## src/hdl/ks10_defines.svh

```systemverilog
`ifndef KS10_DEFINES_SVH
`define KS10_DEFINES_SVH

// Machine word and half word, bit 0 is the MSB
`define KS10_WORD_W 36
`define KS10_HALF_W 18

// VMA address occupies word bits 14 to 35
`define KS10_VMA_MSB 14

// Address bits that must be zero for an AC reference
`define KS10_ACREF_MSB 18
`define KS10_ACREF_LSB 31

// Fast memory geometry
`define KS10_FM_DEPTH  1024
`define KS10_FM_ADDR_W 10

// DBUS select codes
`define KS10_DBUS_SEL_FLAGS   2'd0
`define KS10_DBUS_SEL_DP      2'd1
`define KS10_DBUS_SEL_RAMFILE 2'd2
`define KS10_DBUS_SEL_DBM     2'd3

// DBM select codes
`define KS10_DBM_SEL_SCADPFAR 3'd0
`define KS10_DBM_SEL_BYTES    3'd1
`define KS10_DBM_SEL_EXP      3'd2
`define KS10_DBM_SEL_DP       3'd3
`define KS10_DBM_SEL_DPSWAP   3'd4
`define KS10_DBM_SEL_VMA      3'd5
`define KS10_DBM_SEL_MEM      3'd6
`define KS10_DBM_SEL_NUM      3'd7

// Microaddress where an AC reference must not force the ramfile
`define KS10_ACREF_EXCL_ADDR 12'o1146

`endif

```

## src/hdl/ks10Pkg.sv

```systemverilog
`include "ks10_defines.svh"

package ks10Pkg;

   ////////////////////////////////////////////////////////////
   // Word types
   ////////////////////////////////////////////////////////////

   // Left and right halves, left half is the high end
   typedef struct packed
   {
      logic [0:`KS10_HALF_W-1] lh;
      logic [0:`KS10_HALF_W-1] rh;
   } halvesT;

   // One 36-bit word, seen whole or as two halves
   typedef union packed
   {
      logic [0:`KS10_WORD_W-1] word;
      halvesT                  half;
   } halfWordT;

   ////////////////////////////////////////////////////////////
   // VMA flags, bits 0 to 13 of the flag field
   ////////////////////////////////////////////////////////////

   typedef struct packed
   {
      logic       user;         // Bit 0
      logic       rsvd1;
      logic       fetch;        // Bit 2
      logic       readCycle;    // Bit 3
      logic       writeTest;    // Bit 4
      logic       writeCycle;   // Bit 5
      logic [1:0] rsvd6;        // Bits 6 and 7
      logic       physical;     // Bit 8
      logic [4:0] rsvd9;        // Bits 9 to 13
   } vmaFlagsT;

   ////////////////////////////////////////////////////////////
   // Control microword, only the data bus path fields
   ////////////////////////////////////////////////////////////

   typedef struct packed
   {
      logic [0:11]             microAddr;   // Address of this word
      logic [1:0]              dbusSel;
      logic [2:0]              dbmSel;
      logic                    loadVma;     // VMA load strobe
      vmaFlagsT                vmaFlagsIn;  // Flags for the VMA load
      logic                    fmWrite;     // Ramfile write strobe
      logic                    fmAddrSel;   // 0 AC number, 1 VMA
      logic [2:0]              acBlock;
      logic [3:0]              acNum;
      logic [0:`KS10_HALF_W-1] number;      // Number field
   } cromT;

endpackage

```

## src/hdl/vma.sv

```systemverilog
`timescale 1ns/1ps

`include "ks10_defines.svh"

module vma
(
   input  logic                               clk,
   input  logic                               arstN,
   input  ks10Pkg::cromT                      crom,
   input  ks10Pkg::halfWordT                  dp,
   output logic [`KS10_VMA_MSB:`KS10_WORD_W-1] vmaAddr,
   output ks10Pkg::vmaFlagsT                  vmaFlags
);

   ////////////////////////////////////////////////////////////
   // Virtual memory address register
   ////////////////////////////////////////////////////////////

   // Address from the right 22 bits of the datapath
   // Flags straight from the microword
   // Outputs change on the edge after the strobe
   always_ff @(posedge clk or negedge arstN)
   begin
      if (!arstN)
      begin
         // No read cycle pending out of reset
         vmaAddr  <= '0;
         vmaFlags <= '0;
      end
      else if (crom.loadVma)
      begin
         vmaAddr  <= dp.word[`KS10_VMA_MSB:`KS10_WORD_W-1];
         vmaFlags <= crom.vmaFlagsIn;
      end
   end

endmodule

```

## config.mk

```make
export PLATFORM = sky130hd
export DESIGN_NAME = vma
export DESIGN_NICKNAME = d
export VERILOG_FILES = /design/src/hdl/ks10Pkg.sv /design/src/hdl/vma.sv
export VERILOG_INCLUDE_DIRS = /design/src /design/src/hdl
export SDC_FILE = /design/constraint.sdc
export NUM_CORES = 1
export LEC_CHECK = 0
export BUFFER_PORTS_ARGS = -buffer_cell sky130_fd_sc_hd__buf_2
export CAP_MARGIN = 20
export CORE_MARGIN = 1
export CORE_UTILIZATION = 37
export CTS_CLUSTER_DIAMETER = 120
export DETAILED_ROUTE_END_ITERATION = 8
export PLACE_DENSITY = 0.89
export SLEW_MARGIN = 20
export SYNTH_ARGS = -nofsm -noshare
export SYNTH_HDL_FRONTEND = slang
export SYNTH_SLANG_ARGS = --single-unit
```

## constraint.sdc

```tcl
create_clock -name clk -period 0.9 [get_ports clk]
set_input_delay 0.18 -clock clk [delete_from_list [all_inputs] [get_ports clk]]
set_output_delay 0.18 -clock clk [all_outputs]
set_load 0.03 [all_outputs]
```

==> reports/qor.txt, run 1 <==
# IOs: 133
Crit path max-delay family: flip-flops
worst slew pin tran: 0.1902 ns
number of CTS-inserted buffers: 5
Critical Path Sink Type: primary output
DIE AREA: 4285 sq um
Sink Count: 36
RSZ-0062 raised after global routing: yes
PortBufs: 74
initial core utilization: 39.52%
critical path depth: 1
vias in the first global route: 1113
slew margin rel.: 87.32%
CTS clk-pin slew, worst paths: 0.07 ns
most frequent cell after synthesis: dfrtp_1
DR vias: 996
Setup-failing EPs final: 44
Syn Inst Count: 76
Via-to-Cell Ratio: 4.407
cell taking the most area after synthesis: dfrtp_1
Final Cell Area: 2421 sq um
Die X: 65.46 um
Starting DRT DRC Count: 18
TritonRoute pass-1 iters: 4
Reg-to-Reg Start: vmaFlags[6]
die height: 65.46 um
RR Endpoint: vmaFlags[6]
Setup WS post-layout: -0.1159 ns
sequential group share of total power: 43.6%
CTS tree: yes
Leak: 1.249 nW
reg-to-reg setup timing slack: -0.02 ns
Ant. Diodes: 0
Worst setup SP type: register
Area growth syn-to-layout: 62.47%
net switching power: 1.256 mW
Synth async-reset ratio: 100.0%
Max Fclk: 0.9844 GHz
Tmin final: 1.016 ns
initial antenna violation count: 0
WS Path Type: reg -> out
filler-free cell count of the finished design: 226
Yosys Warn Count: 0
CP max stage cell: dfrtp_1
Placer Congestion: 0.6613
Worst Hold Class: in -> reg
Syn Std Cell Area: 1490 sq um
Setup Skew: 0 ns
Final ANT Viol Nets: 0
share of the yosys chip area belonging to registers: 60.45%
Post-Synthesis Net Count: 173
top post-synthesis cells by area: dfrtp_1 (60%), mux2_4 (30%), mux2_2 (4.5%)
Tcrit/Tclk final: 112.9%
clk buf depth: 2
Synth top area share: 60.45%
fin. max-slew vios: 0
flops & latches, synth: 36
data required time of the critical path: 0.72 ns
Max rail drop VDD: 1417 uV
global route overflow: 0
critical path's largest stage delay: 0.41 ns
PD cells: 1811 nW/um^2
Detail Placement HPWL: 1990 um
largest net degree at the start of global routing: 37
layout cells sized above 1: 79.21%
cell count after placement: 197
switching share of power: 28.64%
post-synth cell types: 5
Clock Latency Late Sink: 0.28 ns
Gate power share: 30.1%
Placed Area: 1909 sq um
row cnt: 22
Total Routed Length: 3310 um
clock root buffer: clkbuf_8
first-pass GRT wire length: 5250 um
violated checks: negative setup slack
Core Region: 3771 sq um
Final Hold Fails: 0
critical path cell sequence: buf_6
Worst setup endpoint: vmaFlags[0]
routed len/inst: 14.65 um
most instantiated cells after synthesis: dfrtp_1 (36), mux2_4 (30), mux2_2 (6)
Int Pwr: 3.130 mW
Max FO, Critical Path: 2
H-tree depth: 2
number of enable flip-flop cells after synthesis: 0
CP arrival: 0.84 ns
Main synth FF type: dfrtp_1
status: finished with violations
Register-to-Register Path Depth: 2
gr usage total: 16.72%
MaxCap Viol Count: 0
Setup crit start: vmaFlags[0]
clock share of power: 26.3%
WP buf/inv: 1
DRC viols: 0
syn avg cell area: 19.61 sq um
nets: 274
==> sequential cells by signal (all words and copies together) (netlist names) <==
| register | cells |
|---|---|
| vmaFlags | 14 |
| vmaAddr | 22 |
==> routing by layer <==
layer	GRT usage (%)	wire, um	up-vias
met5	0	0	-
met2	28.74	1730	50
li1	-	-	463
met1	19.13	1345	483
met3	7.465	233	0
met4	3.261	0	0
==> how the worst min path moves through the flow <==
stage                  start           end  depth (start not counted)
finish                 dp[1]   vmaAddr[34]                          2
global route        crom[40]  vmaFlags[13]                          2
CTS                   dp[19]   vmaAddr[16]                          2
detailed placement     arstN   vmaFlags[4]                          2
global placement       arstN   vmaFlags[4]                          2
floorplan              arstN   vmaAddr[14]                          0
==> cells by family after synthesis <==
family / synth area share [%]
flip-flops: 60.45
multiplexers: 34.76
buffers and inverters: 4.786
==> placed cells by master, fill, tap and decap left out <==
master	n
buf_12	3
buf_2	38
buf_4	11
buf_6	45
clkbuf_8	6
clkinv_2	2
dfrtp_1	36
dlygate4sd3_1	1
mux2_2	6
mux2_4	30
==> stage by stage <==
stage,hold slack (ns),util [%],total power [mW],setup TNS (ns),setup WS [ns]
detailed placement,0.1526,50.63,2.856,-1.898,-0.08992
CTS,0.1166,62.31,4.355,-3.816,-0.1268
global placement,0.1512,50.63,2.836,-1.532,-0.07028
global route,0.1061,64.20,4.603,-5.225,-0.1526
finish,0.1280,64.20,4.386,-3.639,-0.1159
floorplan,-0.1156,-,2.537,0,0.01131
==> power groups by stage <==
stage,clock network (mW),registers (mW),logic (mW)
after global routing,1.29,1.93,1.39
after CTS,1.19,1.90,1.26
final,1.15,1.91,1.32
after detailed placement,0,1.89,0.963
after global placement,0,1.89,0.947
after floorplan,0,2.22,0.315
==> worst reg2reg max path: stages (launching register included) <==
cell     delay [ns]
dfrtp_1        0.40
buf_4          0.14
mux2_4         0.26
==> timing repair <==
| action | in CTS | in global routing |
|---|---|---|
| hold endpoints to repair | 36 | 0 |
| setup buffers | 15 | 5 |
| gates resized for setup | 72 | 9 |
| hold buffers | 1 | 0 |
| endpoints found under the setup margin | 36 | 51 |
==> area by class of cell <==
class                           instances  area, sq um
Fill cell                             269         1350
Sequential cell                        36        900.9
Timing Repair Buffer                   98        849.6
Multi-Input combinational cell         36        518.0
Clock buffer                            6        82.58
Tap cell                               48        60.06
Clock inverter                          2        10.01
(Power assumes the default switching activity.)
==> inputs of run 2 (changes only) <==
CELL_PAD_IN_SITES_DETAIL_PLACEMENT = 0   (was default)
CELL_PAD_IN_SITES_GLOBAL_PLACEMENT = 1   (was default)
CORE_ASPECT_RATIO = 1.5   (was default)
CORE_UTILIZATION = 27   (was 37)
PLACE_DENSITY = 0.88   (was 0.89)
==> run 2 against run 1 <==
The run still ends with negative setup slack left. Clock skew is the same. Via count is 1.8% higher. Global-route usage down 4.7 points. First-iteration DRC count up 17%. Combinational power is essentially flat. Power grew 4.8%.
==> reports/qor.txt, run 2 (synthesis gave the netlist of run 1 again) <==
status: finished with violations
violated checks: negative setup slack
Core Region: 5245 sq um
CTS tree: yes
Final Cell Area: 2464 sq um
H-tree depth: 2
vias in the first global route: 1119
worst slew pin tran: 0.1932 ns
slew margin rel.: 87.12%
critical path cell sequence: buf_6
largest net degree at the start of global routing: 37
Crit path max-delay family: flip-flops
fin. max-slew vios: 0
most frequent cells in the layout: buf_6 (44), buf_2 (38), dfrtp_1 (36)
Setup TNS Final: -3.601 ns
Detail Placement HPWL: 2132 um
first-pass GRT wire length: 5278 um
Worst setup SP type: register
Final ANT Viol Nets: 0
Placed Area: 1922 sq um
largest reg by FF count: vmaAddr
Total Routed Length: 3230 um
number of CTS-inserted buffers: 5
Ant. Diodes: 0
Final Hold Fails: 0
Tcrit/Tclk final: 113.5%
clock root buffer: clkbuf_8
routing usage on met3: 2.927%
DRC viols: 0
clk buf depth: 2
Critical Path Sink Type: primary output
Max FO, Critical Path: 2
nets: 276
Via-to-Cell Ratio: 4.089
PortBufs: 74
gr usage total: 12.01%
global route overflow: 0
TritonRoute pass-1 iters: 2
layout cells sized above 1: 79.44%
MaxCap Viol Count: 0
GR peak layer: met2
Filler Cells Inserted: 464
Setup Skew: 0 ns
DIE AREA: 5826 sq um
routing usage on met1: 13.70%
initial antenna violation count: 0
met2 Use GR: 20.56%
critical path's largest stage delay: 0.41 ns
Placer Congestion: 0.7212
CTS clk-pin slew, worst paths: 0.07 ns
initial core utilization: 28.41%
Area growth syn-to-layout: 65.32%
CP arrival: 0.84 ns
Tmin final: 1.022 ns
cell count after placement: 217
Clock Latency Late Sink: 0.27 ns
WP buf/inv: 1
commonest non-fill, non-tap cell in the layout: buf_6
reg-to-reg setup timing slack: -0.01 ns
RSZ-0062 raised after global routing: yes
Leak: 1.256 nW
filler-free cell count of the finished design: 248
PD cells: 1865 nW/um^2
die height: 92.99 um
largest registers: vmaAddr x22, vmaFlags x14
Max rail drop VDD: 1047 uV
Largest register FFs: 22
Max Fclk: 0.9786 GHz
Die X: 62.66 um
row cnt: 32
DR vias: 1014
data required time of the critical path: 0.72 ns
routed len/inst: 13.02 um
CP max stage cell: dfrtp_1
Worst Hold Class: in -> reg
Setup WS post-layout: -0.1218 ns
# IOs: 133
WS Path Type: reg -> out
Starting DRT DRC Count: 21
Setup-failing EPs final: 43
Sink Count: 36
run 2: cell types whose count changed in the layout (fill, tap and decap cells not counted):
cell,delta
buf_4,+4
bufinv_16,+1
clkbuf_8,-1
clkinvlp_4,+1
clkinv_2,-1
buf_12,-1
buf_6,-1
run 2: report_power, final:
group	internal, mW	leakage, nW	total [mW]	switching, mW
clock	0.819	0.0541	1.37	0.554
combinational	0.740	0.781	1.31	0.572
sequential	1.78	0.421	1.91	0.129
run 2: final timing paths:
path	end	cells past startpoint	startpoint
max	vmaFlags[4]	1	vmaFlags[4]
min	vmaAddr[25]	2	dp[10]
max reg2reg	vmaAddr[34]	2	vmaAddr[34]
min reg2reg	vmaAddr[33]	1	vmaAddr[33]
max in group asynchronous	vmaAddr[28]	3	arstN
min in group asynchronous	vmaFlags[4]	3	arstN
run 2: metrics by stage:
| step | hold WS, ns | util, % | worst slack [ns] | total power, mW |
|---|---|---|---|---|
| finish | 0.1249 | 46.97 | -0.1218 | 4.595 |
| global route | 0.1059 | 46.97 | -0.1515 | 4.816 |
| CTS | 0.1101 | 45.97 | -0.1323 | 4.627 |
| detailed placement | 0.1682 | 36.64 | -0.1092 | 2.848 |
| global placement | 0.1518 | 36.64 | -0.08102 | 2.831 |
| floorplan | -0.1156 | - | 0.01131 | 2.537 |
run 2: final cells by class:
cell class | count | area (sq um) | share of cell area [%]
repair buffers | 100 | 848.3 | 34.43
well taps | 68 | 85.08 | 3.454
clock inverters | 3 | 42.54 | 1.727
multi-input cells | 36 | 518.0 | 21.03
flip-flops and latches | 36 | 900.9 | 36.57
clock buffers | 5 | 68.82 | 2.793
run 2: per-layer routing:
layer	vias to the layer above	wire (um)
met4	0	70
li1	466	-
met3	6	186
met1	487	1299
met5	-	0
met2	55	1674
run 2: repair_timing:
item                                    4_1_cts  5_1_grt
endpoints found under the hold margin        36        0
gates resized for setup                      72        8
endpoints found under the setup margin       36       54
hold buffers                                  1        0
buffers inserted                             19        3
