## src/hdl/ks10_defines.svh

```systemverilog
`ifndef KS10_DEFINES_SVH
`define KS10_DEFINES_SVH

// Machine word and half word, bit 0 is the MSB
`define KS10_WORD_W 36
`define KS10_HALF_W 18

// VMA address occupies word bits 14 to 35
`define KS10_VMA_MSB 14

// Address bits that must be zero for an AC reference
`define KS10_ACREF_MSB 18
`define KS10_ACREF_LSB 31

// Fast memory geometry
`define KS10_FM_DEPTH  1024
`define KS10_FM_ADDR_W 10

// DBUS select codes
`define KS10_DBUS_SEL_FLAGS   2'd0
`define KS10_DBUS_SEL_DP      2'd1
`define KS10_DBUS_SEL_RAMFILE 2'd2
`define KS10_DBUS_SEL_DBM     2'd3

// DBM select codes
`define KS10_DBM_SEL_SCADPFAR 3'd0
`define KS10_DBM_SEL_BYTES    3'd1
`define KS10_DBM_SEL_EXP      3'd2
`define KS10_DBM_SEL_DP       3'd3
`define KS10_DBM_SEL_DPSWAP   3'd4
`define KS10_DBM_SEL_VMA      3'd5
`define KS10_DBM_SEL_MEM      3'd6
`define KS10_DBM_SEL_NUM      3'd7

// Microaddress where an AC reference must not force the ramfile
`define KS10_ACREF_EXCL_ADDR 12'o1146

`endif

```

## src/hdl/ks10Pkg.sv

```systemverilog
`include "ks10_defines.svh"

package ks10Pkg;

   ////////////////////////////////////////////////////////////
   // Word types
   ////////////////////////////////////////////////////////////

   // Left and right halves, left half is the high end
   typedef struct packed
   {
      logic [0:`KS10_HALF_W-1] lh;
      logic [0:`KS10_HALF_W-1] rh;
   } halvesT;

   // One 36-bit word, seen whole or as two halves
   typedef union packed
   {
      logic [0:`KS10_WORD_W-1] word;
      halvesT                  half;
   } halfWordT;

   ////////////////////////////////////////////////////////////
   // VMA flags, bits 0 to 13 of the flag field
   ////////////////////////////////////////////////////////////

   typedef struct packed
   {
      logic       user;         // Bit 0
      logic       rsvd1;
      logic       fetch;        // Bit 2
      logic       readCycle;    // Bit 3
      logic       writeTest;    // Bit 4
      logic       writeCycle;   // Bit 5
      logic [1:0] rsvd6;        // Bits 6 and 7
      logic       physical;     // Bit 8
      logic [4:0] rsvd9;        // Bits 9 to 13
   } vmaFlagsT;

   ////////////////////////////////////////////////////////////
   // Control microword, only the data bus path fields
   ////////////////////////////////////////////////////////////

   typedef struct packed
   {
      logic [0:11]             microAddr;   // Address of this word
      logic [1:0]              dbusSel;
      logic [2:0]              dbmSel;
      logic                    loadVma;     // VMA load strobe
      vmaFlagsT                vmaFlagsIn;  // Flags for the VMA load
      logic                    fmWrite;     // Ramfile write strobe
      logic                    fmAddrSel;   // 0 AC number, 1 VMA
      logic [2:0]              acBlock;
      logic [3:0]              acNum;
      logic [0:`KS10_HALF_W-1] number;      // Number field
   } cromT;

endpackage

```

## src/hdl/dbm.sv

```systemverilog
`timescale 1ns/1ps

`include "ks10_defines.svh"

module dbm
(
   input  ks10Pkg::cromT                      crom,
   input  ks10Pkg::halfWordT                  scad,
   input  ks10Pkg::halfWordT                  bytes,
   input  ks10Pkg::halfWordT                  exp,
   input  ks10Pkg::halfWordT                  dp,
   input  ks10Pkg::halfWordT                  memData,
   input  logic [`KS10_VMA_MSB:`KS10_WORD_W-1] vmaAddr,
   input  ks10Pkg::vmaFlagsT                  vmaFlags,
   output ks10Pkg::halfWordT                  dbmWord
);

   ////////////////////////////////////////////////////////////
   // DBM source selection
   ////////////////////////////////////////////////////////////

   // Eight-way word mux feeding the DBUS
   // Purely combinational, no state
   always_comb
   begin
      case (crom.dbmSel)
         `KS10_DBM_SEL_SCADPFAR:
         begin
            // SCAD in the left half
            dbmWord.half.lh = scad.half.lh;
            // Page fail address, low 18 bits of the VMA
            dbmWord.half.rh = vmaAddr[`KS10_WORD_W-`KS10_HALF_W:`KS10_WORD_W-1];
         end
         `KS10_DBM_SEL_BYTES:
         begin
            dbmWord = bytes;
         end
         `KS10_DBM_SEL_EXP:
         begin
            dbmWord = exp;
         end
         `KS10_DBM_SEL_DP:
         begin
            dbmWord = dp;
         end
         `KS10_DBM_SEL_DPSWAP:
         begin
            // Halves exchanged
            dbmWord.half.lh = dp.half.rh;
            dbmWord.half.rh = dp.half.lh;
         end
         `KS10_DBM_SEL_VMA:
         begin
            // 14 flag bits then the 22-bit address
            dbmWord.word = {vmaFlags, vmaAddr};
         end
         `KS10_DBM_SEL_MEM:
         begin
            // Main memory read data
            dbmWord = memData;
         end
         `KS10_DBM_SEL_NUM:
         begin
            // Number field in both halves
            dbmWord.half.lh = crom.number;
            dbmWord.half.rh = crom.number;
         end
         default:
         begin
            dbmWord = dp;
         end
      endcase
   end

endmodule

```

## config.mk

```make
export PLATFORM = sky130hd
export DESIGN_NAME = dbm
export DESIGN_NICKNAME = d
export VERILOG_FILES = /design/src/hdl/ks10Pkg.sv /design/src/hdl/dbm.sv
export VERILOG_INCLUDE_DIRS = /design/src /design/src/hdl
export SDC_FILE = /design/constraint.sdc
export NUM_CORES = 1
export LEC_CHECK = 0
export BUFFER_PORTS_ARGS = -buffer_cell sky130_fd_sc_hd__buf_2
export CAP_MARGIN = 20
export CORE_AREA = 2 2 120 122
export DETAILED_ROUTE_END_ITERATION = 10
export DIE_AREA = 0 0 122 124
export GPL_TIMING_DRIVEN = 0
export PLACE_DENSITY = 0.55
export SLEW_MARGIN = 30
export SYNTH_ARGS = -nofsm -noshare
export SYNTH_HDL_FRONTEND = slang
export SYNTH_SLANG_ARGS = --single-unit
```

## constraint.sdc

```tcl
create_clock -name vclk -period 1.4
set_input_delay 0.21 -clock vclk [all_inputs]
set_output_delay 0.21 -clock vclk [all_outputs]
set_load 0.1 [all_outputs]
```

==> results of run 1 <==
==> layout by cell type, fill, tap and decap left out, drive strengths merged <==
cell type  Yosys  final
buf           31    320
mux2i         41     41
nand2         31     31
o21ai         29     29
mux2          27     27
nor2          24     24
mux4          16     16
clkbuf         3     14
a21oi         14     14
a221oi        11     11
a211oi        10     10
a22oi          9      9
o22ai          8      8
a41oi          6      6
a22o           6      6
o22a           5      5
nand3b         5      5
inv            6      5
nand2b         5      5
a211o          4      4
nand3          4      4
nor2b          4      4
and2           2      2
and3           2      2
nor3b          2      2
clkinvlp       0      1
a311oi         1      1
o32a           1      1
o211ai         1      1
a222oi         1      1
a221o          1      1
o221ai         1      1
a31oi          1      1
==> per-stage QoR <==
step | std cells | setup TNS, ps | util, % | total power [mW] | cell area [um^2]
5_1_grt | 792 | -12400 | 46.8 | 3.60 | 6430
3_3_place_gp | 746 | -25700 | 33.9 | 2.55 | 4650
4_1_cts | 753 | -11980 | 39.6 | 3.07 | 5430
3_5_place_dp | 746 | -26350 | 33.9 | 2.58 | 4650
2_1_floorplan | 312 | -6990 | - | 1.89 | 3160
6_report | 792 | -11200 | 46.8 | 3.49 | 6430
==> critical path, stage by stage <==
cell and delay (ps):
buf_8 80, buf_12 130, buf_12 150, buf_6 100, mux4_2 510, a21oi_4 170
nor2_4 60, buf_12 160
==> logic make-up (layout without fill, tap and decap cells) <==
group / count (synthesis) / after routing
simple gates: 79 / 79
buf+inv: 40 / 340
mux: 84 / 84
compound gates: 109 / 109
==> what timing repair did <==
action / 4_1_cts / 5_1_grt
pin swaps: 3 / 41
resized for setup: 175 / 115
cloned: 0 / 13
setup endpoints to repair: 36 / 36
hold buffers: 0 / 0
buffers inserted: 7 / 27
==> power by group through the flow <==
stage / clock network [mW] / registers (mW) / logic (mW)
2_1_floorplan: 0 / 0 / 1.89
3_3_place_gp: 0 / 0 / 2.55
3_5_place_dp: 0 / 0 / 2.58
4_1_cts: 0 / 0 / 3.07
5_1_grt: 0 / 0 / 3.60
6_report: 0 / 0 / 3.49
==> layout make-up <==
class	instances	area share, %
inverter	6	0.487
multi-input combinational	272	48.9
buffer	33	8.49
timing repair buffer	301	38.6
tap	180	3.50
==> worst max-delay path by stage <==
stage | from | end | cells past startpoint
CTS | crom[44] | dbmWord[31] | 6
floorplan | crom[43] | dbmWord[20] | 5
global route | crom[42] | dbmWord[30] | 8
finish | crom[42] | dbmWord[30] | 8
global placement | crom[44] | dbmWord[35] | 8
detailed placement | crom[44] | dbmWord[35] | 8
==> layer usage <==
metal	part of all wire, %	GRT usage [%]	wire (um)
met1	41	28.5	8050
met2	51	42.0	9860
met3	6.7	2.47	1310
met4	1.4	1.87	272
met5	0	0	0
==> flow_summary.json, run 1 <==
{
  "status": "finished with violations",
  "violations": "setup timing",
  "clkPwrFrac_pct": 0,
  "overflow": 0,
  "design.seq.count": 0,
  "final-setup-viol-count": 36,
  "detailed_place_hpwl_um": 13800,
  "synth-xor-area-share_pct": 0,
  "period_needed_ps": 1790,
  "comb_power_share_pct": 100.0,
  "dieArea_mm2": 0.0151,
  "netlist.area_leader.share_pct": 16.5,
  "switchingPower_mw": 1.96,
  "via_per_inst": 5.13,
  "grt_setup_unrepaired": "true",
  "seq_power_share_pct": 0,
  "drive_above_1_share_pct": 78.9,
  "ys_seq_area_share_pct": 0,
  "ys_warn_count": 0,
  "switching_share_pct": 56.2,
  "fmax_mhz": 560,
  "first_iter_violations": 160,
  "drv_slew": 0,
  "avgSynthCellArea_um2": 7.96,
  "synth-compound-area-share_pct": 30.4,
  "ant_nets": 0,
  "synth_top_family_by_area": "multiplexers",
  "p_int_mw": 1.53,
  "portBuffers": 254,
  "die_h_um": 124,
  "hold_viol_final": 0,
  "yosysMostFrequentCell": "mux2i_1",
  "drc": 0,
  "crit_required_ps": 1190,
  "routed_wl_um": 19500,
  "row_count": 43,
  "synth-adder-area-share_pct": 0,
  "die-width_um": 122,
  "multiInputGateArea_mm2": 0.00314,
  "hold_ws_ps": 815,
  "muxShareOfSynthArea_pct": 43.4,
  "antenna_found_initial": 0,
  "wire_per_inst_um": 24.6,
  "grt_usage_pct": 22.4,
  "synth-simple-area-share_pct": 14.6,
  "synth_cell_type_count": 44,
  "crit_path_start_kind": "input pin",
  "crit_type": "input pin to output pin",
  "synth_top_cell_by_area": "mux2i_1",
  "slew_headroom_pct": 64.5,
  "core_area_mm2": 0.0137,
  "netlist_area_mm2": 0.00248,
  "dp_slack_ps": -936,
  "regArea_um2": 0,
  "nClkBuffers": 0,
  "min_path_cells": 3,
  "power_leakage_nw": 2.87,
  "start_util_pct": 18.1,
  "critPathMaxFanout": 7,
  "gp_congestion": 0.824,
  "p_per_area_mw_per_mm2": 542,
  "worstHoldStart": "scad[19]",
  "critPathArrivalTime_ps": 1580,
  "num_antenna_cells": 0,
  "vias": 4059,
  "synth_cells": 312,
  "fin_ws_ps": -387,
  "maxCapViolCount": 0,
  "fin_crit_sh_pct": 128,
  "nets": 889,
  "synthTopCellsByArea": "mux2i_1, mux4_2, mux2_2, nand2_1, nor2_1",
  "io-pin-count": 311,
  "grt_pass1_wl_um": 25200,
  "nFillCells": 1305,
  "worst_ir_drop_vdd_uv": 404,
  "holdPathEnd": "dbmWord[19]",
  "hold_path.class": "input pin to output pin",
  "drtPass1Iterations": 4,
  "tightest_slew_ps": 533,
  "syn_to_final_growth_pct": 159,
  "grt_max_degree": 11,
  "synthTopCellsByCount": "mux2i_1, nand2_1, nor2_1",
  "critical_path.endpoint_type": "output pin",
  "grt_pass1_vias": 4226,
  "synth_nets": 587
}
(Power assumes the default switching activity.)
==> run 2, diff against run 1 <==
--- a/config.mk
+++ b/config.mk
@@ -6,14 +6,16 @@
 export SDC_FILE = /design/constraint.sdc
 export NUM_CORES = 1
 export LEC_CHECK = 0
+export ABC_AREA = 1
 export BUFFER_PORTS_ARGS = -buffer_cell sky130_fd_sc_hd__buf_2
 export CAP_MARGIN = 20
-export CORE_AREA = 2 2 120 122
+export CORE_AREA = 2 2 122 124
 export DETAILED_ROUTE_END_ITERATION = 10
-export DIE_AREA = 0 0 122 124
+export DIE_AREA = 0 0 124 126
 export GPL_TIMING_DRIVEN = 0
-export PLACE_DENSITY = 0.55
+export PLACE_DENSITY = 0.54
 export SLEW_MARGIN = 30
 export SYNTH_ARGS = -nofsm -noshare
 export SYNTH_HDL_FRONTEND = slang
 export SYNTH_SLANG_ARGS = --single-unit
+export TNS_END_PERCENT = 20
==> flow_summary.json, run 2 <==
{
  "netlist.area_leader.share_pct": 25.7,
  "hold_path.class": "input pin to output pin",
  "clkPwrFrac_pct": 0,
  "yosysMostFrequentCell": "nand2_1",
  "slew_headroom_pct": 80.9,
  "fin_ws_ps": -151,
  "power_leakage_nw": 3.38,
  "routed_wl_um": 20800,
  "switchingPower_mw": 2.08,
  "crit_path_start_kind": "input pin",
  "violations": "setup timing",
  "crit_required_ps": 1190,
  "p_per_area_mw_per_mm2": 529,
  "comb_power_share_pct": 100.0,
  "synthTopCellsByArea": "nand3_1, nand4_1, nand2_1, nor2_1, inv_1",
  "fmax_mhz": 645,
  "dieArea_mm2": 0.0156,
  "nFillCells": 1545,
  "syn_to_final_growth_pct": 154,
  "first_iter_violations": 350,
  "drtPass1Iterations": 5,
  "io-pin-count": 311,
  "layout_commonest_cell": "buf_2",
  "wire_per_inst_um": 20.4,
  "gp_congestion": 0.849,
  "tightest_slew_ps": 287,
  "tns_ps": -3600,
  "critical_path.endpoint_type": "output pin",
  "via_per_inst": 4.99,
  "netlist_area_mm2": 0.00255,
  "synth_cells": 552,
  "row_count": 44,
  "multiInputGateArea_mm2": 0.00312,
  "fin_cells": 1022,
  "cts_hold_buffers": 0,
  "nets": 1113,
  "core_area_mm2": 0.0143,
  "hold_viol_final": 0,
  "placed_cells": 989,
  "grt_setup_unrepaired": "true",
  "critPathArrivalTime_ps": 1340,
  "regArea_um2": 0,
  "antenna_found_initial": 3,
  "ys_seq_area_share_pct": 0,
  "period_needed_ps": 1550,
  "maxCapViolCount": 0,
  "synth_nets": 827,
  "critPathMaxFanout": 6,
  "min_path_cells": 4,
  "synth_top_cell_by_area": "nand3_1",
  "ant_nets": 0,
  "seq_power_share_pct": 0,
  "fin_crit_sh_pct": 111,
  "drv_slew": 0,
  "grt_usage_pct": 25.4,
  "start_util_pct": 17.8,
  "grt_pass1_vias": 5178,
  "die-width_um": 124,
  "drc": 0,
  "worst_ir_drop_vdd_uv": 268,
  "final_cell_mix": "buf_2, nand2_1, nand4_1",
  "p_int_mw": 1.35,
  "ys_warn_count": 0,
  "final-setup-viol-count": 36,
  "detailed_place_hpwl_um": 15700,
  "nClkBuffers": 0,
  "dp_slack_ps": -851,
  "synthTopCellsByCount": "nand2_1, nand3_1, nand4_1",
  "grt_pass1_wl_um": 29900,
  "synth_cell_type_count": 16,
  "design.seq.count": 0,
  "overflow": 0,
  "vias": 5098,
  "die_h_um": 126,
  "avgSynthCellArea_um2": 4.62,
  "portBuffers": 253,
  "switching_share_pct": 60.6,
  "grt_max_degree": 11,
  "drive_above_1_share_pct": 58.9,
  "crit_type": "input pin to output pin",
  "status": "finished with violations",
  "final_core_util_pct": 45.3
}
==> run 2: cell count changes after synthesis, moves of 10 or more <==
cell and change:
nand3_1 +127, a221oi_1 -10, mux4_2 -16, mux2_2 -21, a211oi_1 -10, nor2_1 +48
a21oi_1 -14, mux2i_1 -41, nand4_1 +91, nand2_1 +104, buf_2 +21, clkbuf_1 +10
inv_1 +45
==> run 2: power groups by stage <==
stage	clock network, mW	registers, mW	logic (mW)
floorplan	0	0	1.83
global placement	0	0	2.51
detailed placement	0	0	2.52
CTS	0	0	3.35
global route	0.000000191	0	3.57
finish	0.000000191	0	3.43
==> run 2: cell type report <==
class,count,share of cell area (%)
inverters,53,3.22
well taps,184,3.55
plain buffers,52,10.2
repair buffers,285,34.9
multi-input cells,446,48.0
diodes,2,0.0771
==> run 2: final timing paths <==
kind | start | endpoint | slack, ps
setup / recovery | crom[42] | dbmWord[12] | -150
hold / removal | vmaAddr[33] | dbmWord[2] | 800
==> run 2: cells by family after synthesis <==
kind of cell / synth area share, %
AOI/OAI and AO/OA: 2.55
and+or+nand+nor: 79.9
buffers and inverters: 17.5
==> run 2: per-layer routing <==
layer	vias to the layer above	GRT usage (%)	wire length, um
met3	38	3.67	1620
met5	-	0	9
li1	2466	-	-
met4	2	6.81	667
met2	239	44.4	10200
met1	2353	32.3	8340
==> run 2: per-stage QoR <==
step           power, mW  cell area (um^2)  hold WS (ps)
3_5_place_dp        2.52              4740           949
2_1_floorplan       1.83              3240           726
3_3_place_gp        2.51              4740           948
6_report            3.43              6490           805
5_1_grt             3.57              6490           824
4_1_cts             3.35              6240           807
==> run 2: what timing repair did <==
item	CTS	global route
gates resized for setup	310	52
endpoints found under the setup margin	36	36
gates cloned	9	1
endpoints found under the hold margin	0	0
buffers inserted	19	3
pin swaps	68	34
==> run 2: worst max-delay path, stage by stage <==
cell and delay, ps:
buf_12 120, nor2_4 200, buf_12 190, clkbuf_16 170, nand3_4 70, nand2_4 100, nor2_4 50, nand3_4 60
buf_12 170
==> run 3, diff against run 2 <==
--- a/config.mk
+++ b/config.mk
@@ -6,14 +6,14 @@
 export SDC_FILE = /design/constraint.sdc
 export NUM_CORES = 1
 export LEC_CHECK = 0
-export ABC_AREA = 1
 export BUFFER_PORTS_ARGS = -buffer_cell sky130_fd_sc_hd__buf_2
 export CAP_MARGIN = 20
-export CORE_AREA = 2 2 122 124
+export CORE_AREA = 2 2 120 122
 export DETAILED_ROUTE_END_ITERATION = 10
-export DIE_AREA = 0 0 124 126
+export DIE_AREA = 0 0 122 124
 export GPL_TIMING_DRIVEN = 0
-export PLACE_DENSITY = 0.54
+export PLACE_DENSITY = 0.55
+export REMOVE_ABC_BUFFERS = 1
 export SLEW_MARGIN = 30
 export SYNTH_ARGS = -nofsm -noshare
 export SYNTH_HDL_FRONTEND = slang
==> flow_summary.json, run 3 (synthesis results as in run 1) <==
{
  "drtPass1Iterations": 4,
  "dieArea_mm2": 0.0151,
  "overflow": 0,
  "nets": 847,
  "die-width_um": 122,
  "io-pin-count": 311,
  "cts_hold_buffers": 0,
  "via_per_inst": 5.02,
  "power_leakage_nw": 2.43,
  "critPathArrivalTime_ps": 1500,
  "crit_path_start_kind": "input pin",
  "crit_type": "input pin to output pin",
  "num_antenna_cells": 0,
  "hold_viol_final": 0,
  "post-route-cell-area_mm2": 0.00509,
  "crit_chain": "buf_16, buf_16, mux2_4, a221o_1, a22o_1, buf_12",
  "ant_nets": 0,
  "tightest_slew_ps": 353,
  "fin_crit_sh_pct": 122,
  "design.seq.count": 0,
  "violations": "setup timing",
  "path_buf_inv": 3,
  "design_power_total_mw": 2.76,
  "fin_ws_ps": -307,
  "p_per_area_mw_per_mm2": 541,
  "antenna_found_initial": 0,
  "cpMaxStageDelayCell": "mux2_4",
  "critical_path.endpoint_type": "output pin",
  "nClkBuffers": 0,
  "slew_headroom_pct": 76.4,
  "first_iter_violations": 101,
  "fmax_mhz": 586,
  "core_area_mm2": 0.0137,
  "wire_per_inst_um": 20.0,
  "multiInputGateArea_mm2": 0.00244,
  "start_util_pct": 18.1,
  "drc": 0,
  "die_h_um": 124,
  "drive_above_1_share_pct": 65.3,
  "cpLargestDelayFamily": "compound AO/OA/AOI/OAI gates",
  "worst_ir_drop_vdd_uv": 313,
  "regArea_um2": 0,
  "min_path_cells": 4,
  "cp.depth": 6,
  "cp_common_cell": "buf_16",
  "crit_required_ps": 1190,
  "grt_pass1_wl_um": 20600,
  "grt_pass1_vias": 3682,
  "maxCapViolCount": 0,
  "gp_congestion": 0.734,
  "critPathMaxFanout": 6,
  "hold_path.class": "input pin to output pin",
  "slowest_delay_ps": 290,
  "tns_ps": -8480,
  "final-setup-viol-count": 36,
  "drv_slew": 0,
  "dp_slack_ps": -1580,
  "layout_commonest_cell": "buf_2",
  "grt_usage_pct": 18.0,
  "status": "finished with violations",
  "row_count": 43,
  "grt_setup_unrepaired": "true",
  "nFillCells": 1462,
  "routed_wl_um": 15000,
  "period_needed_ps": 1710,
  "portBuffers": 255,
  "syn_to_final_growth_pct": 105,
  "place_area_mm2": 0.00380,
  "grt_max_degree": 26,
  "vias": 3767,
  "final_cell_mix": "buf_2, mux2i_1, nand2_1",
  "detailed_place_hpwl_um": 9360
}
run 3: changes by cell type in the layout (fill, tap and decap cells not counted), sizes merged, moves of 11 or more:
| cell | previous run | this run |
|---|---|---|
| a21oi | 0 | 14 |
| a221oi | 0 | 11 |
| buf | 323 | 279 |
| clkbuf | 14 | 2 |
| inv | 53 | 5 |
| mux2 | 0 | 27 |
| mux2i | 0 | 41 |
| mux4 | 0 | 16 |
| nand2 | 135 | 33 |
| nand3 | 132 | 4 |
| nand4 | 91 | 0 |
| nor2 | 75 | 24 |
| o21ai | 13 | 29 |
run 3: per-stage QoR:
| stage | utilization (%) | std cells | hold slack, ps |
|---|---|---|---|
| 2_1_floorplan | - | 278 | 857 |
| 6_report | 37.1 | 750 | 834 |
| 3_5_place_dp | 27.7 | 716 | 927 |
| 4_1_cts | 35.2 | 740 | 843 |
| 3_3_place_gp | 27.1 | 713 | 924 |
| 5_1_grt | 37.1 | 750 | 850 |
run 3: path summary, 6_finish.rpt:
path,startpoint,to,slack [ps]
setup / recovery,crom[42],dbmWord[8],-310
hold / removal,scad[31],dbmWord[31],830
run 3: area by class of cell:
type	instances	area share, %
timing repair buffer	290	47.1
tap	180	4.42
multi-input combinational	274	47.9
inverter	6	0.614
run 3: where the power goes:
part / internal [mW] / switching, mW
registers: 0 / 0
logic: 1.13 / 1.63
clock network: 0 / 0
run 3: repair_timing:
item / 4_1_cts / 5_1_grt
resized for setup: 130 / 39
setup buffers: 10 / 7
endpoints found under the setup margin: 36 / 36
cloned: 14 / 3
pin swaps: 16 / 10
run 3: per-layer routing:
layer | wire length (um) | GRT usage (%) | vias to the layer above
met1 | 6150 | 22.3 | 1796
met4 | 225 | 3.23 | 0
met5 | 0 | 0 | -
met3 | 1070 | 2.34 | 21
met2 | 7550 | 33.4 | 181
li1 | - | - | 1769
run 3: tightest hold or removal path, cell delays in order:
cell     delay [ps]
buf_2           110
nor2_4           90
a21oi_2          40
buf_8           160
