[config.mk]
export PLATFORM = sky130hd
export DESIGN_NAME = dbus
export DESIGN_NICKNAME = d
export VERILOG_FILES = /design/src/hdl/ks10Pkg.sv /design/src/hdl/dbus.sv
export VERILOG_INCLUDE_DIRS = /design/src /design/src/hdl
export SDC_FILE = /design/constraint.sdc
export NUM_CORES = 1
export LEC_CHECK = 0
export ABC_AREA = 1
export BUFFER_PORTS_ARGS = -buffer_cell sky130_fd_sc_hd__buf_2
export CAP_MARGIN = 5
export CORE_AREA = 2 2 106 108
export DETAILED_ROUTE_END_ITERATION = 10
export DIE_AREA = 0 0 108 110
export SYNTH_ARGS = -nofsm -noshare
export SYNTH_HDL_FRONTEND = slang
export SYNTH_SLANG_ARGS = --single-unit
[constraint.sdc]
create_clock -name vclk -period 1.6
set_input_delay 0.16 -clock vclk [all_inputs]
set_output_delay 0.16 -clock vclk [all_outputs]
set_load 0.01 [all_outputs]
[src/hdl/ks10_defines.svh]
`ifndef KS10_DEFINES_SVH
`define KS10_DEFINES_SVH

// Machine word and half word, bit 0 is the MSB
`define KS10_WORD_W 36
`define KS10_HALF_W 18

// VMA address occupies word bits 14 to 35
`define KS10_VMA_MSB 14

// Address bits that must be zero for an AC reference
`define KS10_ACREF_MSB 18
`define KS10_ACREF_LSB 31

// Fast memory geometry
`define KS10_FM_DEPTH  1024
`define KS10_FM_ADDR_W 10

// DBUS select codes
`define KS10_DBUS_SEL_FLAGS   2'd0
`define KS10_DBUS_SEL_DP      2'd1
`define KS10_DBUS_SEL_RAMFILE 2'd2
`define KS10_DBUS_SEL_DBM     2'd3

// DBM select codes
`define KS10_DBM_SEL_SCADPFAR 3'd0
`define KS10_DBM_SEL_BYTES    3'd1
`define KS10_DBM_SEL_EXP      3'd2
`define KS10_DBM_SEL_DP       3'd3
`define KS10_DBM_SEL_DPSWAP   3'd4
`define KS10_DBM_SEL_VMA      3'd5
`define KS10_DBM_SEL_MEM      3'd6
`define KS10_DBM_SEL_NUM      3'd7

// Microaddress where an AC reference must not force the ramfile
`define KS10_ACREF_EXCL_ADDR 12'o1146

`endif

[src/hdl/ks10Pkg.sv]
`include "ks10_defines.svh"

package ks10Pkg;

   ////////////////////////////////////////////////////////////
   // Word types
   ////////////////////////////////////////////////////////////

   // Left and right halves, left half is the high end
   typedef struct packed
   {
      logic [0:`KS10_HALF_W-1] lh;
      logic [0:`KS10_HALF_W-1] rh;
   } halvesT;

   // One 36-bit word, seen whole or as two halves
   typedef union packed
   {
      logic [0:`KS10_WORD_W-1] word;
      halvesT                  half;
   } halfWordT;

   ////////////////////////////////////////////////////////////
   // VMA flags, bits 0 to 13 of the flag field
   ////////////////////////////////////////////////////////////

   typedef struct packed
   {
      logic       user;         // Bit 0
      logic       rsvd1;
      logic       fetch;        // Bit 2
      logic       readCycle;    // Bit 3
      logic       writeTest;    // Bit 4
      logic       writeCycle;   // Bit 5
      logic [1:0] rsvd6;        // Bits 6 and 7
      logic       physical;     // Bit 8
      logic [4:0] rsvd9;        // Bits 9 to 13
   } vmaFlagsT;

   ////////////////////////////////////////////////////////////
   // Control microword, only the data bus path fields
   ////////////////////////////////////////////////////////////

   typedef struct packed
   {
      logic [0:11]             microAddr;   // Address of this word
      logic [1:0]              dbusSel;
      logic [2:0]              dbmSel;
      logic                    loadVma;     // VMA load strobe
      vmaFlagsT                vmaFlagsIn;  // Flags for the VMA load
      logic                    fmWrite;     // Ramfile write strobe
      logic                    fmAddrSel;   // 0 AC number, 1 VMA
      logic [2:0]              acBlock;
      logic [3:0]              acNum;
      logic [0:`KS10_HALF_W-1] number;      // Number field
   } cromT;

endpackage

[src/hdl/dbus.sv]
`timescale 1ns/1ps

`include "ks10_defines.svh"

module dbus
(
   input  ks10Pkg::cromT                      crom,
   input  logic                               cacheHit,
   input  logic [`KS10_VMA_MSB:`KS10_WORD_W-1] vmaAddr,
   input  ks10Pkg::vmaFlagsT                  vmaFlags,
   input  ks10Pkg::halfWordT                  pcFlags,
   input  ks10Pkg::halfWordT                  dp,
   input  ks10Pkg::halfWordT                  fmData,
   input  ks10Pkg::halfWordT                  dbmWord,
   output ks10Pkg::halfWordT                  dbus
);

   ////////////////////////////////////////////////////////////
   // Ramfile override
   ////////////////////////////////////////////////////////////

   logic acRef;
   logic acRefForce;
   logic cacheForce;
   logic forceRamfile;

   // AC reference
   // Lowest 16 addresses, never a physical access
   assign acRef = ~vmaFlags.physical &
                  (vmaAddr[`KS10_ACREF_MSB:`KS10_ACREF_LSB] == '0);

   // AC reads come from the ramfile
   // Except at the one excluded microaddress
   assign acRefForce = acRef & vmaFlags.readCycle &
                       (crom.microAddr != `KS10_ACREF_EXCL_ADDR);

   // Cache hit on a read also goes to the ramfile
   assign cacheForce = cacheHit & vmaFlags.readCycle;

   assign forceRamfile = acRefForce | cacheForce;

   ////////////////////////////////////////////////////////////
   // Bus mux
   ////////////////////////////////////////////////////////////

   // Four-way select, DBM may be replaced by the ramfile
   always_comb
   begin
      case (crom.dbusSel)
         `KS10_DBUS_SEL_FLAGS:
         begin
            // PC flags sit in the left half
            dbus = pcFlags;
         end
         `KS10_DBUS_SEL_DP:
         begin
            dbus = dp;
         end
         `KS10_DBUS_SEL_RAMFILE:
         begin
            dbus = fmData;
         end
         `KS10_DBUS_SEL_DBM:
         begin
            if (forceRamfile)
            begin
               dbus = fmData;
            end
            else
            begin
               dbus = dbmWord;
            end
         end
         default:
         begin
            dbus = dp;
         end
      endcase
   end

endmodule

==> flow_results.org, run 1 <==
** Global route
- Grt total ovfl :: 0
- Vias in the first global route :: 2,888
- Antenna violations before repair :: 0
- Tot GR Track Use :: 14.0%
- First-pass GRT wire length :: approximately 13,000 um
- Entering global routing, the biggest net connects 37 pins.

** Die
- The floorplan has 38 rows.
- The floorplan step defined a core boundary enclosing 0.0107 mm^2.
- Top-level port count :: 276
- Chip height :: 110 um
- Width of the die :: 108 um
- The die covers around 0.012 mm^2.
- The initial utilization of the core area, before any placement, comes to about a fifth.

** Flow run
- Number of max-cap violations :: 0

** Place
- Number of port buffers :: about 210
- Hpwl dp :: around 6900 um
- Post-Place Worst Slack :: -0.200 ns
- Placed Cells :: 695
- GP Congestion :: just under 0.8

** Critical path
- Cells along the critical path :: buf_6, nor2_2, nand2_2, nor2_4, nand2_2, nor2_4, nand2_8, clkbuf_16, nand3_2, nand3_2, a21oi_2, buf_2
- Delay of the slowest critical-path stage :: 0.19 ns
- Dominant delay contributor by cell family on the critical path :: simple AND/OR/NAND/NOR gates
- The worst setup path is captured at an output port.
- Crit path DAT :: 1.50 ns
- Slowest stage cell on the critical path :: sky130_fd_sc_hd__clkbuf_16
- Along the worst path, the maximum fanout reaches 8.
- CP required :: 1.44 ns
- The setup path with the least slack is of type input port to output port.
- Together, buffers and inverters on the worst path number 3.
- Startpoint types :: input port

** Synth
- Netlist cell types :: 21
- The Yosys step of the flow raised 0 warnings.
- The cell count after synthesis came out at 357.
- Summing the sequential cell areas from Yosys gives 0% of the chip area.
- Post-Syn Nets :: 597
- Average footprint of a synthesized cell :: 6.28 um^2
- Summed instance area of the synthesized netlist :: 0.00224 mm^2

** STA
- In the post-route analysis, the smallest setup slack over all paths is -0.0621 ns.
- Transition time at the pin with the least slew margin :: 0.707 ns
- Headroom to the max-slew limit :: 52.8%
- Number of endpoints failing setup at the final stage :: 36
- Max-slew violations :: 0
- Minimum clock period after layout :: 1.66 ns
- The hold violation total from the final report is 0.
- Fin crit share :: 104%
- The tightest hold path in the finished design has a slack of 0.639 ns.
- Setup repair after global routing could not meet its margin everywhere.
- F_max :: between 600 and 700 MHz

** Layout
- Fin cells :: about 700
- Cells fill 34.8% of the core in the end.
- Fraction of final layout cells sized beyond drive strength 1 :: 63.0%
- 0 antenna diodes ended up in the layout.
- The multi-input combinational cells in the finished layout cover a total of 0.00187 mm^2.
- The layout has roughly 1,200 filler cells.
- Count of clock-net buffers in the final layout :: 0
- Area used by sequential logic in the layout :: 0 um^2
- The area growth from synthesis to layout is 66.2%.
- After the last flow step, the layout net total stands at 804.
- There are 0 flip-flops and latches.
- Commonest cells after routing, fill and taps aside :: 204 x sky130_fd_sc_hd__buf_2, 81 x sky130_fd_sc_hd__inv_1, 67 x sky130_fd_sc_hd__nand3_2, 43 x sky130_fd_sc_hd__nand2_1, 39 x sky130_fd_sc_hd__nor2_1
- Leaving out fill and tap cells, the most frequent cell in the layout is sky130_fd_sc_hd__buf_2.

** Drt
- Dividing the detail-routed wire length by the instance count gives 13.6 um.
- Detailed-route DRC error count :: 0
- DR vias :: between 3,000 and 4,000
- Dividing the detail-routed via count by the number of cells gives ~4.5.
- The first TritonRoute pass finished after 4 iterations.
- Post-Route WL :: approximately 9600 um
- The first routing iteration left about 110 violations.
- Remaining number of nets flagged by the antenna check after routing :: 0

** Power and ir drop
- Total design power :: 952 uW
- The analysis attributes to cell leakage a power of 2.02 nW.
- For this design the ratio of total power to cell area is 256 mW/mm^2.
- Worst supply voltage drop on vdd :: around 0.11 mV

** Min path
- Type of the tightest min-delay check :: input port to output port

** Run status
- Failing checks :: negative setup slack
- Status :: finished, violations left
[path summary, 6_finish.rpt]
kind / cells after the start / to / startpoint / slack, ns
max: 12 / dbus[15] / vmaAddr[23] / -0.06
min: 4 / dbus[13] / pcFlags[13] / 0.64
[cells in the mapped netlist, drive strengths merged]
library cell | instances | share of area [%]
clkbuf | 9 | 2.8
nor2 | 53 | 10
nand3 | 73 | 30
inv | 83 | 14
nand2 | 49 | 8.8
a221oi | 36 | 14
o21bai | 1 | 0.84
clkinv | 1 | 0.17
nand3b | 1 | 0.34
a21oi | 36 | 13
buf | 15 | 6.0
[final cells by class]
type,instances,share of cell area (%)
Tap cell,140,4.70
Inverter,84,8.47
Multi-Input combinational cell,250,50.1
Timing Repair Buffer,228,36.7
[report_power, final]
part           switching, mW  internal (mW)  total, mW
combinational          0.493          0.460      0.952
clock                      0              0          0
sequential                 0              0          0
total                  0.493          0.460      0.952
[what timing repair did]
action                     CTS  global route
setup buffers                0             2
setup endpoints to repair   36            36
hold endpoints to repair     0             0
hold buffers                 0             0
pin swaps                    1            28
cloned                       1             4
gates resized for setup      7            33
[metal layers]
layer | vias to the layer above | GRT usage [%] | share of wire (%)
met2 | 150 | 28.7 | 52
met5 | - | 0 | 0
met4 | 0 | 1.01 | 0.15
li1 | 1601 | - | -
met1 | 1378 | 15.9 | 41
met3 | 2 | 1.59 | 7.6
[per-stage QoR]
step / TNS, ns / area (um^2)
6_report: -1.06 / 3720
5_1_grt: -4.25 / 3720
4_1_cts: -0.0706 / 3480
3_5_place_dp: -5.33 / 3440
3_3_place_gp: -5.26 / 3440
2_1_floorplan: 0 / 2240
[logic make-up (layout without fill, tap and decap cells)]
kind of cell    Yosys count  in the layout  synth area share (%)
simple gates            176            177                  49.1
buf+inv                 108            312                  22.9
compound gates           73             73                  28.0
Note: power is estimated with default switching activity, not from simulation.
==> run 2, diff against run 1 <==
--- a/config.mk
+++ b/config.mk
@@ -12,6 +12,7 @@
 export CORE_AREA = 2 2 106 108
 export DETAILED_ROUTE_END_ITERATION = 10
 export DIE_AREA = 0 0 108 110
+export SETUP_SLACK_MARGIN = 0.3
 export SYNTH_ARGS = -nofsm -noshare
 export SYNTH_HDL_FRONTEND = slang
 export SYNTH_SLANG_ARGS = --single-unit
==> run 2 against run 1 <==
Compared with the run above:
- critical path depth stayed put
- hold slack hardly changed
- sequential share of layout area stayed put
- worst setup slack better by 0.045 ns
- the flow still finishes with violations (negative setup slack)
- via count is 0.54% higher
- combinational power is 8% higher
- final area is 5.0% higher
- first-iteration DRC count is 17% higher
- non-clock buffer count is 4 higher
- die area stayed put
==> flow_results.org, run 2 (synthesis gave the netlist of run 1 again) <==
** Run status
- Status :: finished, violations left
- Failing checks :: negative setup slack

** Die
- From bottom edge to top edge, the die measures 110 um.
- Once the floorplan was initialized, standard cells occupied 20.9% of the core.
- Top-level port count :: 276
- The floorplan step defined a die boundary enclosing 0.0119 mm^2.
- Width of the die :: 108 um
- Area of the core :: 0.0107 mm^2
- Num rows :: 38

** Layout
- The area growth from synthesis to layout is 74.5%.
- Cells fill 36.5% of the core in the end.
- Fin cells :: 706
- Sequential cell count :: 0
- Summing all flip-flop and latch instances after layout gives 0 um^2.
- The top cell types in the final layout, fill and taps aside, are 200 x sky130_fd_sc_hd__buf_2, 77 x sky130_fd_sc_hd__inv_1, 68 x sky130_fd_sc_hd__nand3_2, 37 x sky130_fd_sc_hd__nor2_1.
- Count of clock-net buffers in the final layout :: 0
- Antenna fix cells :: 0
- Cells with a size suffix above 1 make up between 60% and 70% of the layout.
- Leaving out fill and tap cells, the most frequent cell in the layout is sky130_fd_sc_hd__buf_2.
- After the last flow step, the layout net total stands at 808.

** Critical path
- STA classifies the critical path endpoint as an output port.
- CP required :: around 1.4 ns
- Worst setup path class :: input port to output port
- Critical path startpoint :: vmaAddr[28]
- Crit path DAT :: 1.46 ns
- In this run the worst path has a maximum fanout of 5.
- The worst setup path is launched from an input port.

** Global route
- Entering global routing, the biggest net connects 37 pins.
- For this run the aggregate overflow at the end of global routing stands at 0.
- The number of global-route vias before repair is ~3,000.
- Tot GR Track Use :: between 10 and 15%
- The number of antenna violations at the first check in global routing came to 0.
- First-pass GRT wire length :: 13,700 um

** STA
- Minimum clock period after layout :: 1.62 ns
- Once routing completed, OpenROAD measured the worst setup slack at -0.0174 ns.
- Fin crit share :: 101%
- Max-slew violations :: 0
- F_max :: 618 MHz
- The hold violation total from the final report is 0.
- At the pin with the least slew margin, the transition time is 0.450 ns.
- Unrepaired setup endpoints after global routing :: yes
- Number of endpoints failing setup at the final stage :: 5
- Headroom to the max-slew limit :: a little over two thirds

** Power and ir drop
- Leakage Power :: 2.09 nW
- Across the VDD grid, the largest voltage drop is 0.112 mV.
- Dividing total power by cell area gives a power density of 263 mW/mm^2.

** Drt
- For this run, design rule violations remaining after detail routing come to 0.
- Routed wirelength normalized by instance count :: 14.0 um
- Remaining number of nets flagged by the antenna check after routing :: 0
- Post-Route WL :: 9890 um
- DR vias :: 3,148
- Iter 0 DRT Violations :: ~130
- Using the TritonRoute via totals, the vias-per-cell ratio works out to between 4 and 5.
- Drt pass-1 iters :: 5

** Min path
- In this run the most critical hold path is launched from pcFlags[14].
- Type of the tightest min-delay check :: input port to output port

** Place
- Detailed placement ended at an HPWL of between 6000 and 7000 um.
- In this run, placement finished with an instance count of slightly below 700.
- Routability-driven placement finished with a final weighted congestion of between 0.7 and 0.8.
- Number of port buffers :: ~210

** Flow run
- Max-cap violations in this run came to 0.
-- run 2: cell types whose count changed in the layout (fill, tap and decap cells not counted), sizes merged --
| cell | change |
|---|---|
| buf | +4 |
-- run 2: final timing paths --
| kind | to | slack, ns | depth (start not counted) |
|---|---|---|---|
| max | dbus[34] | -0.02 | 12 |
| min | dbus[14] | 0.64 | 4 |
-- run 2: worst max-delay path, stage by stage --
cell                        delay [ns]
sky130_fd_sc_hd__buf_6            0.09
sky130_fd_sc_hd__nor2_2           0.09
sky130_fd_sc_hd__nand2_1          0.06
sky130_fd_sc_hd__nor2_2           0.15
sky130_fd_sc_hd__nand3_2          0.11
sky130_fd_sc_hd__o21bai_4         0.15
sky130_fd_sc_hd__buf_12           0.15
sky130_fd_sc_hd__clkbuf_16        0.15
sky130_fd_sc_hd__nand2_2          0.05
sky130_fd_sc_hd__nand3_2          0.09
sky130_fd_sc_hd__a21oi_2          0.05
sky130_fd_sc_hd__buf_2            0.14
-- run 2: routing by layer --
| metal | GRT usage, % | part of all wire (%) | vias up |
|---|---|---|---|
| met1 | 16.5 | 40 | 1378 |
| met2 | 29.0 | 51 | 160 |
| met5 | 0 | 0 | - |
| li1 | - | - | 1606 |
| met3 | 1.47 | 8.5 | 4 |
| met4 | 1.01 | 0.33 | 0 |
-- run 2: cell type report --
class	count	area, um^2
Fill cell	1188	6790
Tap cell	140	175
Multi-Input combinational cell	250	1960
Timing Repair Buffer	232	1460
Inverter	84	318
-- run 2: per-stage QoR --
step,power (mW),setup slack (ns),cell area (um^2),TNS [ns],hold slack [ns]
2_1_floorplan,0.511,0.299,2240,0,0.466
3_3_place_gp,0.903,-0.192,3440,-5.26,0.642
3_5_place_dp,0.907,-0.200,3440,-5.33,0.641
4_1_cts,0.958,0.0160,3610,0,0.641
5_1_grt,1.12,-0.0927,3910,-2.47,0.658
6_report,1.03,-0.0174,3910,-0.0490,0.639
-- run 2: what timing repair did --
| item | 4_1_cts | 5_1_grt |
|---|---|---|
| setup endpoints to repair | 36 | 36 |
| buffers inserted | 4 | 1 |
| hold buffers | 0 | 0 |
| cloned | 1 | 5 |
| endpoints found under the hold margin | 0 | 0 |
| pin swaps | 25 | 7 |
| gates resized for setup | 31 | 48 |
-- run 2: where the power goes --
group,internal (mW),total (mW),switching (mW)
clock,0,0,0
combinational,0.504,1.03,0.523
sequential,0,0,0
total,0.504,1.03,0.523
==> run 3, diff against run 2 <==
--- a/config.mk
+++ b/config.mk
@@ -9,10 +9,11 @@
 export ABC_AREA = 1
 export BUFFER_PORTS_ARGS = -buffer_cell sky130_fd_sc_hd__buf_2
 export CAP_MARGIN = 5
-export CORE_AREA = 2 2 106 108
+export CORE_AREA = 5 5 103 105
 export DETAILED_ROUTE_END_ITERATION = 10
 export DIE_AREA = 0 0 108 110
 export SETUP_SLACK_MARGIN = 0.3
+export SLEW_MARGIN = 5
 export SYNTH_ARGS = -nofsm -noshare
 export SYNTH_HDL_FRONTEND = slang
 export SYNTH_SLANG_ARGS = --single-unit
==> run 3 against run 2 <==
Compared with the run above:
- the run still ends with negative setup slack left
- routed wire length grew 0.33%
- final area is 2.0% higher
- global-route usage fell by 0.46 points
- critical path depth unchanged
- first-iteration DRC count is 15% lower
- fmax shrank 3.0%
- non-clock buffer count unchanged
- combinational power about the same
- hold slack improved by 0.0012 ns
- largest power group unchanged
==> flow_results.org, run 3 (synthesis gave the netlist of run 1 again) <==
** STA
- Transition time at the pin with the least slew margin :: between 0.5 and 0.6 ns
- Worst hold-check slack :: 0.640 ns
- Headroom to the max-slew limit came out at 63.7%.
- Setup violations remaining at the end of the flow were counted as 33.
- Final count of hold timing violations :: 0
- For the finished layout, the period the worst path requires is 1.67 ns.
- The count of pins over their slew limit was 0.
- Least setup slack across all paths after layout :: -0.0675 ns
- Unrepaired setup endpoints after global routing :: yes
- Based on the critical path, the design can be clocked at up to 600 MHz.
- The worst path uses 104% of the clock period.

** Place
- Hpwl dp :: approximately 7200 um
- At the end of routability-driven placement, the weighted congestion stood at 0.735.
- Post-Place Worst Slack :: -0.174 ns
- Number of port buffers :: 211

** Drt
- In the routed design, unresolved DRC markers number 0.
- For this block, the routed nets add up to slightly below 10,000 um of wire.
- Detail-routed via count per cell :: 4.54
- Iter 0 DRT Violations :: 107
- DR vias :: 3,171
- Remaining number of nets flagged by the antenna check after routing :: 0
- After detailed routing, the average wire length per cell comes to 14.2 um.
- Drt pass-1 iters :: 4

** Power and ir drop
- In this run the static leakage power is 2.18 nW.
- Across the VDD grid, the largest voltage drop is 0.0924 mV.
- Power per cell area :: 258 mW/mm^2

** Run status
- Status :: finished, violations left
- Failing checks :: negative setup slack

** Layout
- Summing all flip-flop and latch instances after layout gives 0 um^2.
- The repair_antennas step left the layout with diodes totalling 0.
- Count of clock-net buffers in the final layout :: 0
- Of the cells placed in the final design, the portion with a size suffix greater than 1 is 69.1%.
- Commonest cells after routing, fill and taps aside :: 201 x sky130_fd_sc_hd__buf_2, 78 x sky130_fd_sc_hd__inv_1, 68 x sky130_fd_sc_hd__nand3_2, 39 x sky130_fd_sc_hd__nor2_1, 36 x sky130_fd_sc_hd__a221oi_1
- Leaving out fill and tap cells, the most frequent cell in the layout is sky130_fd_sc_hd__buf_2.
- The area growth from synthesis to layout is 78.1%.
- Post-layout nets :: 808
- There are 0 flip-flops and latches.
- The filler cells instantiated in the layout total 1,042.

** Global route
- Entering global routing, the biggest net connects 37 pins.
- First-pass GRT wire length :: 13,800 um
- Tot GR Track Use :: ~14%
- Grt total ovfl :: 0
- The number of antenna violations at the first check in global routing was 0.
- The number of global-route vias before repair is 3,104.

** Critical path
- Max Fanout on Critical Path :: 8
- The worst setup path is launched from an input port.
- Crit path DAT :: ~1.5 ns
- Delay of the slowest critical-path stage :: 0.17 ns
- Slowest stage cell on the critical path :: sky130_fd_sc_hd__o21bai_4
- Worst setup path class :: input port to output port
- STA classifies the critical path endpoint as an output port.
- Cells along the critical path :: buf_6, nor2_2, nand2_1, nor2_2, nand3_2, o21bai_4, buf_12, clkbuf_16, nand2_4, nand3_2, a21oi_2, buf_2
- For the worst setup path, the data required time is roughly 1.4 ns.

** Die
- The die covers between 0.01 and 0.015 mm^2.
- 276 I/O pins were placed.
- Measured along the y axis, the die boundary spans 110 um.
- After floorplanning, the core was divided into 36 placement rows.
- Area of the core :: 0.00955 mm^2
- Initial core utilization :: 23.5%
- Width of the die :: 108 um

** Flow run
- Number of max-cap violations :: 0

** Min path
- Type of the tightest min-delay check :: input port to output port

** CTS
- Buffers inserted to repair hold after CTS numbered 0.
run 3: cell types whose count changed in the layout (fill, tap and decap cells not counted), sizes merged:
cell    change
clkbuf      +2
buf         -2
run 3: layer usage:
layer	global-route usage [%]	routed length [um]	vias to the layer above
li1	-	-	1607
met1	15.4	3810	1447
met2	29.0	5450	113
met3	1.46	596	4
met4	0.631	68	0
met5	0	0	-
run 3: where the power goes:
group	internal, mW	switching, mW	total, mW
sequential	0	0	0
combinational	0.503	0.528	1.03
clock	0	0	0
total	0.503	0.528	1.03
run 3: worst paths after layout:
check	start	endpoint	cells after the start
hold / removal	pcFlags[10]	dbus[10]	4
setup / recovery	vmaAddr[27]	dbus[30]	12
run 3: layout make-up:
cell class                 instances  area, um^2  share of cell area [%]
inverter                          84         318                    7.96
tap                              133         166                    4.17
timing repair buffer             232        1460                    36.7
multi-input combinational        250        2040                    51.2
run 3: repair_timing:
action,CTS,global route
resized for setup,17,75
setup buffers,0,1
endpoints found under the setup margin,36,36
pin swaps,31,40
gates cloned,1,7
run 3: worst max-delay path: cells and delay by family:
family	cells	cell delay, ns
simple gates	6	0.53
compound gates	2	0.23
buf+inv	4	0.56
run 3: per-stage QoR:
step           power [mW]  utilization [%]  TNS, ns  area, um^2  instances
2_1_floorplan       0.511                -        0        2240        357
3_3_place_gp        0.890             36.1    -2.79        3440        690
3_5_place_dp        0.908             36.1    -4.36        3440        690
4_1_cts             0.932             36.9        0        3520        691
5_1_grt              1.13             41.8    -4.31        3990        699
6_report             1.03             41.8   -0.805        3990        699
